## config.mk

```make
export PLATFORM = sky130hd
export DESIGN_NAME = dcache_tq_top
export DESIGN_NICKNAME = d
export VERILOG_FILES = /design/src/verilog/dcache_tq_pkg.sv /design/src/verilog/core_req_align.sv /design/src/verilog/dcache_tq_top.sv /design/src/verilog/load_rsp_format.sv /design/src/verilog/miss_reissue_ctrl.sv
export SDC_FILE = /design/constraint.sdc
export NUM_CORES = 1
export LEC_CHECK = 0
export ABC_AREA = 1
export BUFFER_PORTS_ARGS = -buffer_cell sky130_fd_sc_hd__buf_4
export CORE_AREA = 2 2 145 147
export DETAILED_ROUTE_END_ITERATION = 16
export DIE_AREA = 0 0 147 149
export SYNTH_ARGS = -nofsm -noshare
export SYNTH_HDL_FRONTEND = slang
export SYNTH_SLANG_ARGS = --single-unit
```

## constraint.sdc

```tcl
create_clock -name clk -period 3.4 [get_ports clk]
set_input_delay 0 -clock clk [delete_from_list [all_inputs] [get_ports clk]]
set_output_delay 0 -clock clk [all_outputs]
set_load 0.01 [all_outputs]
```

## src/verilog/dcache_tq_pkg.sv

```systemverilog
/*
 * Data cache TQ front end shared definitions
 * Widths and address field positions
 * Opcode and lookup enums
 * Core request, pipe lookup and response structs
 */
`default_nettype none

package dcache_tq_pkg;

// ========================================
// Widths and address fields
// ========================================
localparam int ADDR_W          = 20;
localparam int WORD_W          = 32;
localparam int CL_W            = 128;  // Four words per line
localparam int BYTE_W          = 8;
localparam int BYTE_EN_W       = 4;
localparam int REG_ID_W        = 5;

localparam int LSB_BYTE_OFFSET = 0;
localparam int MSB_BYTE_OFFSET = 1;
localparam int LSB_WORD_OFFSET = 2;
localparam int MSB_WORD_OFFSET = 3;
localparam int LSB_CL_ADDR     = 4;
localparam int MSB_CL_ADDR     = 19;   // Top of the address

// ========================================
// Scalar types
// ========================================
typedef logic [ADDR_W-1:0]                  t_address;
typedef logic [WORD_W-1:0]                  t_word;
typedef logic [CL_W-1:0]                    t_cl_data;
typedef logic [MSB_CL_ADDR-LSB_CL_ADDR:0]   t_cl_address;
typedef logic [BYTE_EN_W-1:0]               t_byte_en;
typedef logic [REG_ID_W-1:0]                t_reg_id;

typedef enum logic {
    RD_OP = 1'b0,
    WR_OP = 1'b1
} t_opcode;

typedef enum logic [1:0] {
    NO_LU   = 2'd0,
    RD_LU   = 2'd1,
    WR_LU   = 2'd2,
    FILL_LU = 2'd3
} t_lu_op;

typedef enum logic [1:0] {
    NO_RESULT = 2'd0,
    HIT       = 2'd1,
    MISS      = 2'd2,
    FILL      = 2'd3
} t_lu_result;

// ========================================
// Request and response bundles
// ========================================
// Core to cache request
typedef struct packed {
    logic        valid;
    t_opcode     opcode;
    t_address    address;
    t_word       data;
    t_byte_en    byte_en;
    logic        sign_extend;
    t_reg_id     reg_id;
} t_req;

// Q1 lookup into the pipe
typedef struct packed {
    logic        valid;
    t_lu_op      lu_op;
    t_address    address;
    t_word       data;
    t_byte_en    byte_en;
    logic        sign_extend;
    t_reg_id     reg_id;
    logic        rd_indication;
    logic        wr_indication;
} t_lu_req;

// Q2 early indications from the pipe
typedef struct packed {
    logic        rd_miss;      // Cancels the Q1 lookup
    logic        fill_done;    // A line was written by a fill
    t_cl_address cl_address;
} t_early_lu_rsp;

// Q3 lookup result with the whole line
typedef struct packed {
    logic        valid;
    t_lu_op      lu_op;
    t_lu_result  lu_result;
    logic        rd_indication;
    t_address    address;
    t_cl_data    cl_data;
    t_byte_en    byte_en;
    logic        sign_extend;
    t_reg_id     reg_id;
} t_lu_rsp;

// Load data back to the core
typedef struct packed {
    logic        valid;
    t_address    address;
    t_word       data;
    t_reg_id     reg_id;
} t_rd_rsp;

endpackage

`default_nettype wire

```

## src/verilog/core_req_align.sv

```systemverilog
/*
 * Core request aligner
 * Shifts store data and byte enables to the byte offset
 */
`timescale 1ns/100ps
`default_nettype none

module core_req_align
    import dcache_tq_pkg::*;
(
    input  var t_req pre_core2cache_req,   // Raw request from the core
    output t_req     aligned_req           // Request placed on the word lanes
);

// ========================================
// Offset decode
// ========================================
logic [MSB_BYTE_OFFSET:LSB_BYTE_OFFSET] byte_offset;
logic [$clog2(WORD_W)-1:0]              bit_shift;

assign byte_offset = pre_core2cache_req.address[MSB_BYTE_OFFSET:LSB_BYTE_OFFSET];
assign bit_shift   = {byte_offset, 3'b000};   // 8 bits per byte of offset

// ========================================
// Store alignment
// ========================================
// Core gives the store data right justified, the line wants it in place
always_comb begin
    aligned_req = pre_core2cache_req;  // Reads pass through as is
    if (pre_core2cache_req.opcode == WR_OP) begin
        aligned_req.data    = pre_core2cache_req.data << bit_shift;      // Zero fill below
        aligned_req.byte_en = pre_core2cache_req.byte_en << byte_offset; // One lane per byte
    end
end

// Store must not enable bytes that fall past the end of the word
a_wr_byte_en_in_word: assert final (
    !(pre_core2cache_req.valid && (pre_core2cache_req.opcode == WR_OP)) ||
    (aligned_req.byte_en != '0)
) else $error("core_req_align: write byte_en shifted out, addr=%h be=%h",
              pre_core2cache_req.address, pre_core2cache_req.byte_en);

endmodule

`default_nettype wire

```

## src/verilog/dcache_tq_top.sv

```systemverilog
/*
 * Data cache TQ front end top
 * Aligner, miss reissue control and load formatter
 */
`timescale 1ns/100ps
`default_nettype none

module dcache_tq_top
    import dcache_tq_pkg::*;
(
    input  logic              clk,
    input  logic              rst,
    // Core side
    input  var t_req          pre_core2cache_req,
    output logic              ready,
    output t_rd_rsp           cache2core_rsp,
    // Pipe side
    output t_lu_req           pipe_lu_req_q1,
    input  var t_early_lu_rsp pipe_early_lu_rsp_q2,
    input  var t_lu_rsp       pipe_lu_rsp_q3
);

t_req aligned_req;   // Store data on its byte lanes

// ========================================
// Request path
// ========================================
core_req_align u_core_req_align (
    .pre_core2cache_req (pre_core2cache_req),
    .aligned_req        (aligned_req)
);

miss_reissue_ctrl u_miss_reissue_ctrl (
    .clk                  (clk),
    .rst                  (rst),
    .aligned_req          (aligned_req),
    .pipe_early_lu_rsp_q2 (pipe_early_lu_rsp_q2),
    .pipe_lu_req_q1       (pipe_lu_req_q1),
    .ready                (ready)
);

// ========================================
// Response path
// ========================================
load_rsp_format u_load_rsp_format (
    .pipe_lu_rsp_q3 (pipe_lu_rsp_q3),
    .cache2core_rsp (cache2core_rsp)
);

endmodule

`default_nettype wire

```

## src/verilog/load_rsp_format.sv

```systemverilog
/*
 * Load response formatter
 * Read hit and read fill detect on Q3
 * Word select, byte shift, byte enable mask and sign extension
 */
`timescale 1ns/100ps
`default_nettype none

module load_rsp_format
    import dcache_tq_pkg::*;
(
    input  var t_lu_rsp pipe_lu_rsp_q3,    // Q3 pipe result
    output t_rd_rsp     cache2core_rsp     // Load data to the core
);

logic rd_hit_pipe_rsp_q3;
logic fill_with_rd_indication_q3;

logic [MSB_WORD_OFFSET:LSB_WORD_OFFSET] word_offset;
logic [MSB_BYTE_OFFSET:LSB_BYTE_OFFSET] byte_offset;

t_word sel_word;        // Word picked from the line
t_word shifted_word;    // Addressed byte moved to bit 0
t_word masked_word;
logic  fill_bit;        // Top bit of the byte below

// ========================================
// Response detect
// ========================================
// Plain read hit
assign rd_hit_pipe_rsp_q3 = pipe_lu_rsp_q3.valid             &&
                            (pipe_lu_rsp_q3.lu_op == RD_LU)  &&
                            (pipe_lu_rsp_q3.lu_result == HIT);

// Fill that also serves a missed read
assign fill_with_rd_indication_q3 = pipe_lu_rsp_q3.valid               &&
                                    (pipe_lu_rsp_q3.lu_op == FILL_LU)  &&
                                    pipe_lu_rsp_q3.rd_indication;

// ========================================
// Data path
// ========================================
assign word_offset  = pipe_lu_rsp_q3.address[MSB_WORD_OFFSET:LSB_WORD_OFFSET];
assign byte_offset  = pipe_lu_rsp_q3.address[MSB_BYTE_OFFSET:LSB_BYTE_OFFSET];
assign sel_word     = pipe_lu_rsp_q3.cl_data[word_offset*WORD_W +: WORD_W];
assign shifted_word = sel_word >> {byte_offset, 3'b000};   // Zero fill from the top

// Disabled bytes are zero or copies of the sign bit just below
always_comb begin
    masked_word = '0;
    fill_bit    = 1'b0;     // Byte 0 has nothing below it
    for (int i = 0; i < BYTE_EN_W; i++) begin
        if (pipe_lu_rsp_q3.byte_en[i]) begin
            masked_word[i*BYTE_W +: BYTE_W] = shifted_word[i*BYTE_W +: BYTE_W];
        end else if (pipe_lu_rsp_q3.sign_extend) begin
            masked_word[i*BYTE_W +: BYTE_W] = {BYTE_W{fill_bit}};
        end
        fill_bit = masked_word[i*BYTE_W + BYTE_W - 1];
    end
end

assign cache2core_rsp.valid   = rd_hit_pipe_rsp_q3 || fill_with_rd_indication_q3;
assign cache2core_rsp.address = pipe_lu_rsp_q3.address;
assign cache2core_rsp.data    = masked_word;
assign cache2core_rsp.reg_id  = pipe_lu_rsp_q3.reg_id;

// Pipe never returns a live Q3 result without a lookup op
a_q3_has_lu_op: assert final (
    !pipe_lu_rsp_q3.valid || (pipe_lu_rsp_q3.lu_op != NO_LU)
) else $error("load_rsp_format: valid Q3 response with NO_LU, addr=%h",
              pipe_lu_rsp_q3.address);

endmodule

`default_nettype wire

```

## src/verilog/miss_reissue_ctrl.sv

```systemverilog
/*
 * Read miss reissue control
 * Reissue buffer, sticky miss stall and fill match
 * Q1 lookup mux and core ready
 */
`timescale 1ns/100ps
`default_nettype none

module miss_reissue_ctrl
    import dcache_tq_pkg::*;
(
    input  logic              clk,
    input  logic              rst,
    input  var t_req          aligned_req,            // Aligned core request
    input  var t_early_lu_rsp pipe_early_lu_rsp_q2,   // Q2 miss and fill indications
    output t_lu_req           pipe_lu_req_q1,         // Lookup into the pipe
    output logic              ready                   // Core may send a request
);

t_req        core2cache_req;        // Core request or the reissued one
t_req        reissue_req;           // Request cancelled by the last miss
t_cl_address rd_miss_cl_address;    // Line the stall waits on

logic cancel_core_req;
logic stall_rd_miss_q;              // Sticky from miss until reissue
logic set_rd_miss_was_filled;
logic rd_miss_was_filled;
logic sel_reissue;

// ========================================
// Reissue buffer
// ========================================
// A Q2 read miss kills the request sitting in Q1 this cycle
assign cancel_core_req = pipe_early_lu_rsp_q2.rd_miss;

// Keep the killed request and the missing line until the fill comes back
always_ff @(posedge clk) begin
    if (cancel_core_req) begin
        reissue_req        <= core2cache_req;
        rd_miss_cl_address <= pipe_early_lu_rsp_q2.cl_address;
    end
end

// Only the line address tells the fill apart
assign set_rd_miss_was_filled = stall_rd_miss_q                                    &&
                                !rd_miss_was_filled                                &&
                                pipe_early_lu_rsp_q2.fill_done                     &&
                                (pipe_early_lu_rsp_q2.cl_address == rd_miss_cl_address);

assign sel_reissue = rd_miss_was_filled;   // One cycle after the matching fill

// ========================================
// Stall and filled flags
// ========================================
always_ff @(posedge clk) begin
    if (rst) begin
        stall_rd_miss_q    <= 1'b0;
        rd_miss_was_filled <= 1'b0;
    end else begin
        // A new miss wins over the reissue release
        if (cancel_core_req) begin
            stall_rd_miss_q <= 1'b1;
        end else if (sel_reissue) begin
            stall_rd_miss_q <= 1'b0;
        end
        if (sel_reissue) begin
            rd_miss_was_filled <= 1'b0;    // Single shot
        end else if (set_rd_miss_was_filled) begin
            rd_miss_was_filled <= 1'b1;
        end
    end
end

assign ready = !(stall_rd_miss_q || cancel_core_req);  // Low from the miss cycle on

// ========================================
// Q1 lookup mux
// ========================================
assign core2cache_req = sel_reissue ? reissue_req : aligned_req;

always_comb begin
    pipe_lu_req_q1 = '0;
    if (core2cache_req.valid && !cancel_core_req) begin
        pipe_lu_req_q1.valid         = 1'b1;
        pipe_lu_req_q1.lu_op         = (core2cache_req.opcode == WR_OP) ? WR_LU : RD_LU;
        pipe_lu_req_q1.address       = core2cache_req.address;
        pipe_lu_req_q1.data          = core2cache_req.data;
        pipe_lu_req_q1.byte_en       = core2cache_req.byte_en;
        pipe_lu_req_q1.sign_extend   = core2cache_req.sign_extend;
        pipe_lu_req_q1.reg_id        = core2cache_req.reg_id;
        pipe_lu_req_q1.rd_indication = (core2cache_req.opcode == RD_OP);
        pipe_lu_req_q1.wr_indication = (core2cache_req.opcode == WR_OP);
    end
end

// ========================================
// Checks
// ========================================
// Core honours ready while the miss is outstanding
a_no_core_req_in_stall: assert property (@(posedge clk) disable iff (rst)
    stall_rd_miss_q |-> !aligned_req.valid
) else $error("miss_reissue_ctrl: core valid while stalled, addr=%h", aligned_req.address);

// Reissue sends a held read back out, only during the stall
a_reissue_in_stall: assert property (@(posedge clk) disable iff (rst)
    sel_reissue |-> (stall_rd_miss_q && reissue_req.valid && (reissue_req.opcode == RD_OP))
) else $error("miss_reissue_ctrl: bad reissue, line=%h valid=%h",
              rd_miss_cl_address, reissue_req.valid);

endmodule

`default_nettype wire
```

==> results.toml, run 1 <==
[synth]
synth_area_um2 = 6340
yosysUniqueCellTypes = 35
synth-seq-cells = 82
synth_seq_area_share_pct = 38.5
synthesis.instances = 876
yosys_warnings = 0
syn_area_per_cell_um2 = 7.23
syn_nets = 1124

[layout]
multi_input_area_um2 = 3130
layout-drive-gt1-share_pct = 33.4
seqCellArea_um2 = 2440
final_nets = 1435
area_delta_synth_final_pct = 49.7
fin_cells = 1468
final_cell_mix = "buf_4, nand2_1, o21ai_0"
final_common_cell = "buf_4"
nFillCells = 2124

[place]
place.gp.congestion = 0.881
dp.cells = 1404
dp.final_hpwl_um = 19400
place_ws_ps = 962
numPortBuffers = 331

[routing]
vias_per_cell = 4.95
final_antenna_net_count = 0
vias = 7269
dr.pass1.iters = 5
wirelength_um = 25800
drcViolationCount = 0
drtIter0Drc = 442
wire_per_inst_um = 17.6

[worst_setup_path]
cp-end-kind = "output pin"
cp-start-kind = "input port"
critPathArrivalTime_ps = 2520
crit_type = "input port to output pin"
critPathMaxFanout = 66
cp.required_ps = 3400

[sta]
fmax_ghz = 0.397
rsz0062_at_grt = "false"
hold_violations = 0
tightest_slew_ps = 1020
min_period_ps = 2520
fin_worst_skew_ps = 5.17
setup_viol = 0
layout_worst_path_cycle_share_pct = 74.0
tns_ps = 0
setup_ws_ps = 883
max-slew-margin-rel_pct = 32.0
slew_viol_final = 0

[clocking]
clock_sink_count = 82
cts_tree = "done"
root_buffer = "clkbuf_16"
cts_max_level = 3
cts_max_path_buffers = 2
cts_setup_buffers = 0
insertion_delay_ps = 350
numCtsBuffers = 9

[global_route]
grt_max_degree = 67
antenna_found_initial = 1
grt_pass1_wl_um = 38900
gr-total-overflow = 0
grtUsageTotal_pct = 22.5
grt_pass1_vias = 7053

[worst_hold_path]
holdCritPathClass = "input port to output pin"

[floorplan]
start_util_pct = 30.8
row_count = 53
ioPinCount = 374
die_area_um2 = 21900
fp.dieH_um = 149
core_area_um2 = 20600
die_width_um = 147

[outcome]
status = "finished, final reports clean"

[power]
power.leakage_nw = 4.43
peakVddDrop_uv = 250
power_density_nw_per_um2 = 318

[flow_run]
max-cap-violations = 0
-- timing repair --
item                                   CTS  global route
endpoints found under the hold margin   47             0
hold buffers                            47             0
resized for setup                        0             0
-- cells in the mapped netlist --
cell type	count	share of area, %
nand3_1	55	4.3
dfxtp_1	2	0.63
o21ai_2	4	0.55
nor3_1	1	0.079
nand2_4	4	0.71
inv_1	69	4.1
a32o_1	8	1.3
xnor2_1	2	0.28
nor4_1	2	0.20
a221oi_1	3	0.41
a21oi_1	59	4.7
inv_2	3	0.18
nand4_1	1	0.099
a211oi_1	2	0.24
buf_1	1	0.059
xor2_1	4	0.55
nand2_1	196	12
or2_2	28	2.8
edfxtp_1	80	38
clkinv_1	4	0.24
o221ai_1	3	0.41
o22a_1	6	0.83
buf_6	2	0.36
buf_2	12	0.95
a21oi_2	1	0.14
nor2_1	94	5.6
nand4_4	1	0.34
o21ai_1	7	0.55
and2_1	1	0.099
o21ai_0	104	8.2
o211ai_1	28	3.3
clkbuf_1	33	2.0
o22ai_1	17	1.7
nand3_2	3	0.47
buf_4	36	4.3
-- metrics by stage --
step                hold WS [ps]  util (%)  power, W  cell area (um2)
detailed placement        0.0686      42.5   0.00205             8730
CTS                       0.0686      46.1   0.00304             9480
global placement          0.0686      42.5   0.00204             8730
global route              0.0160      46.1   0.00315             9480
floorplan                   42.9         -   0.00163             6340
finish                   0.00392      46.1   0.00302             9480
-- metal layers --
layer	vias up	GRT usage (%)	share of wire (%)
met1	3357	28.4	41
met4	0	6.30	1.9
met2	304	39.6	50
li1	3578	-	-
met5	-	0	0
met3	30	4.19	7.4
-- path summary, 6_finish.rpt --
| check | start | end | slack (ps) | cells after the start |
|---|---|---|---|---|
| setup reg to reg | u_miss_reissue_ctrl.rd_miss_was_filled | u_miss_reissue_ctrl.reissue_req[21] | 1320 | 6 |
| setup / recovery | pipe_lu_rsp_q3[140] | cache2core_rsp[36] | 880 | 13 |
| hold reg to reg | u_miss_reissue_ctrl.stall_rd_miss_q | u_miss_reissue_ctrl.stall_rd_miss_q | 490 | 2 |
| hold / removal | pipe_lu_rsp_q3[154] | cache2core_rsp[53] | 0.004 | 0 |
-- power by group --
group / internal, W / switching (W)
Sequential: 0.00119 / 0.0000178
Combinational: 0.000417 / 0.000453
Clock: 0.000500 / 0.000440
Total: 0.00210 / 0.000911
-- cell type report --
class	count	area share, %
clock buffer	9	2.37
timing repair buffer	384	31.6
multi-input combinational	634	33.0
antenna	1	0.0264
tap	275	3.63
clock inverter	7	0.567
sequential	82	25.8
inverter	76	3.01
-- state kept, by name, indices dropped and copies added (netlist names) --
signal / cells
u_miss_reissue_ctrl.rd_miss_cl_address: 16
u_miss_reissue_ctrl.rd_miss_was_filled: 1
u_miss_reissue_ctrl.reissue_req: 64
u_miss_reissue_ctrl.stall_rd_miss_q: 1
-- cell families (layout without fill, tap and decap cells) --
kind of cell	after synthesis	after routing	synth area share, %
AO/OA/AOI/OAI	242	242	22.3
XOR/XNOR	6	6	0.829
buffers and inverters	160	476	12.1
flip-flops	82	82	38.5
other	0	1	0
AND/OR/NAND/NOR	386	386	26.3
-- worst max-delay path, cell delays in order --
cell and delay (ps):
buf_4 490, inv_2 570, nand2_1 190, nand3_1 110, nand3_1 180, nand3_2 120, nand4_4 160, nand2_4 70
nand2_4 130, nand2_4 90, nand2_4 100, nand2_1 70, buf_4 140
Power figures use the tool's default switching activity.
==> inputs of run 2 (changes only) <==
CORE_AREA = 2 2 143 145   (was 2 2 145 147)
DIE_AREA = 0 0 145 147   (was 0 0 147 149)
clock period = 2.3 ns   (was 3.4 ns; I/O delays follow)
==> results.toml, run 2 (synthesis results as in run 1) <==
[clocking]
cts_max_path_buffers = 2
clock_sink_count = 82
cts_setup_buffers = 0
insertion_delay_ps = 350
root_buffer = "clkbuf_16"
numCtsBuffers = 9
cts_max_level = 3
cts_tree = "done"
clk_pin_slew_ps = 60

[routing]
wire_per_inst_um = 17.4
dr.pass1.iters = 6
wirelength_um = 25400
final_antenna_net_count = 0
drtIter0Drc = 532
vias = 7266
drcViolationCount = 0
vias_per_cell = 4.98

[worst_setup_path]
timing.rr.end = "u_miss_reissue_ctrl.reissue_req[21]"
rr_worst_depth = 6
cpMaxStageDelayCell = "dfxtp_2"
cp.required_ps = 2300
cp-start-kind = "flop"
critPathArrivalTime_ps = 2060
reg2reg_from = "u_miss_reissue_ctrl.rd_miss_was_filled"
endpoint = "pipe_lu_req_q1[54]"
ff2ff_setup_slack_ps = 580
crit_type = "flop to output pin"
critPathMaxFanout = 27
startpoint = "u_miss_reissue_ctrl.rd_miss_was_filled"
cp-end-kind = "output pin"
cpPeakStageDelay_ps = 340
crit_chain = "inv_1, or2_2, o21ai_0, nor2_1, inv_4, buf_4, nor2_1, buf_4"

[layout]
n_antenna_cell = 0
final_util_pct = 47.7
final_common_cell = "buf_4"
largest_reg_flops = 64
regMostFlops = "u_miss_reissue_ctrl.reissue_req"
final_cell_mix = "buf_4, nand2_1, o21ai_0"
final_nets = 1434
final_area_um2 = 9470
largestRegisters = "u_miss_reissue_ctrl.reissue_req: 64 flops, u_miss_reissue_ctrl.rd_miss_cl_address: 16 flops"
layout-drive-gt1-share_pct = 34.0
nFillCells = 2033
area_delta_synth_final_pct = 49.5

[floorplan]
ioPinCount = 374
row_count = 52
die_width_um = 145
start_util_pct = 31.9
die_area_um2 = 21300
fp.dieH_um = 147
core_area_um2 = 19800

[sta]
layout_worst_path_cycle_share_pct = 89.8
fin_worst_skew_ps = 7.14
max-slew-margin-rel_pct = 62.3
tns_ps = 0
fmax_ghz = 0.484
tightest_slew_ps = 565
rsz0062_at_grt = "false"
setup_viol = 0
min_period_ps = 2060
hold_ws_ps = 0.00376
hold_violations = 0
slew_viol_final = 0

[flow_run]
max-cap-violations = 0

[global_route]
antenna_found_initial = 0
grt_pass1_wl_um = 39100
grtUsageTotal_pct = 23.2
grt_util_met2_pct = 38.3
gr-total-overflow = 0
gr-usage-met1_pct = 29.1
grt_pass1_vias = 6934
grt_max_degree = 65
grt.busiest_layer = "met2"
gr-usage-met3_pct = 6.21

[outcome]
status = "finished, final reports clean"

[place]
dp.final_hpwl_um = 19600
place.gp.congestion = 0.910
numPortBuffers = 331
placed_area_um2 = 8810

[power]
power_density_nw_per_um2 = 481
power.leakage_nw = 4.46
peakVddDrop_uv = 337

[worst_hold_path]
hold_start = "pipe_lu_rsp_q3[147]"
holdCritPathClass = "input port to output pin"
-- run 2: changes by cell type in the layout (fill, tap and decap cells not counted), moves of 2 or more --
cell	delta
bufinv_16	+2
dlygate4sd3_1	-11
clkinvlp_4	-3
inv_6	-2
buf_4	+9
-- run 2: worst min-delay path by stage --
stage / end / depth (start not counted) / slack (ps)
floorplan: ready / 1 / 40
global placement: cache2core_rsp[41] / 0 / 0.07
detailed placement: cache2core_rsp[41] / 0 / 0.07
CTS: cache2core_rsp[41] / 0 / 0.07
global route: cache2core_rsp[43] / 0 / 0.02
finish: cache2core_rsp[46] / 0 / 0.004
-- run 2: metal layers --
layer | up-vias | wire length, um
met5 | - | 0
met1 | 3303 | 10400
met2 | 322 | 12100
met3 | 60 | 2020
met4 | 0 | 908
li1 | 3581 | -
-- run 2: critical path: cells and delay by family (launching register included) --
family	cells	cell delay, ps
simple gates	3	470
flops	1	340
compound gates	1	110
buf+inv	4	800
-- run 2: cell type report --
cell class	count	area, um2	area share, %
Clock buffer	10	229	2.42
Clock inverter	4	68.8	0.726
Inverter	76	288	3.04
Multi-Input combinational cell	634	3130	33.0
Sequential cell	82	2440	25.8
Tap cell	270	338	3.57
Timing Repair Buffer	383	2980	31.4
-- run 2: repair_timing --
action | CTS | global route
gates resized for setup | 0 | 2
endpoints found under the setup margin | 0 | 27
endpoints found under the hold margin | 36 | 0
hold buffers | 36 | 0
-- run 2: per-stage QoR --
step | total power [W] | worst slack [ps] | instances
floorplan | 0.00241 | 779 | 876
global placement | 0.00303 | 519 | 1409
detailed placement | 0.00304 | 485 | 1409
CTS | 0.00460 | 96.7 | 1459
global route | 0.00479 | 39.6 | 1459
finish | 0.00456 | 235 | 1459
-- run 2: where the power goes --
part	switching (W)	total (W)	internal [W]
clock	0.000565	0.00150	0.000933
sequential	0.0000255	0.00178	0.00176
combinational	0.000662	0.00128	0.000616
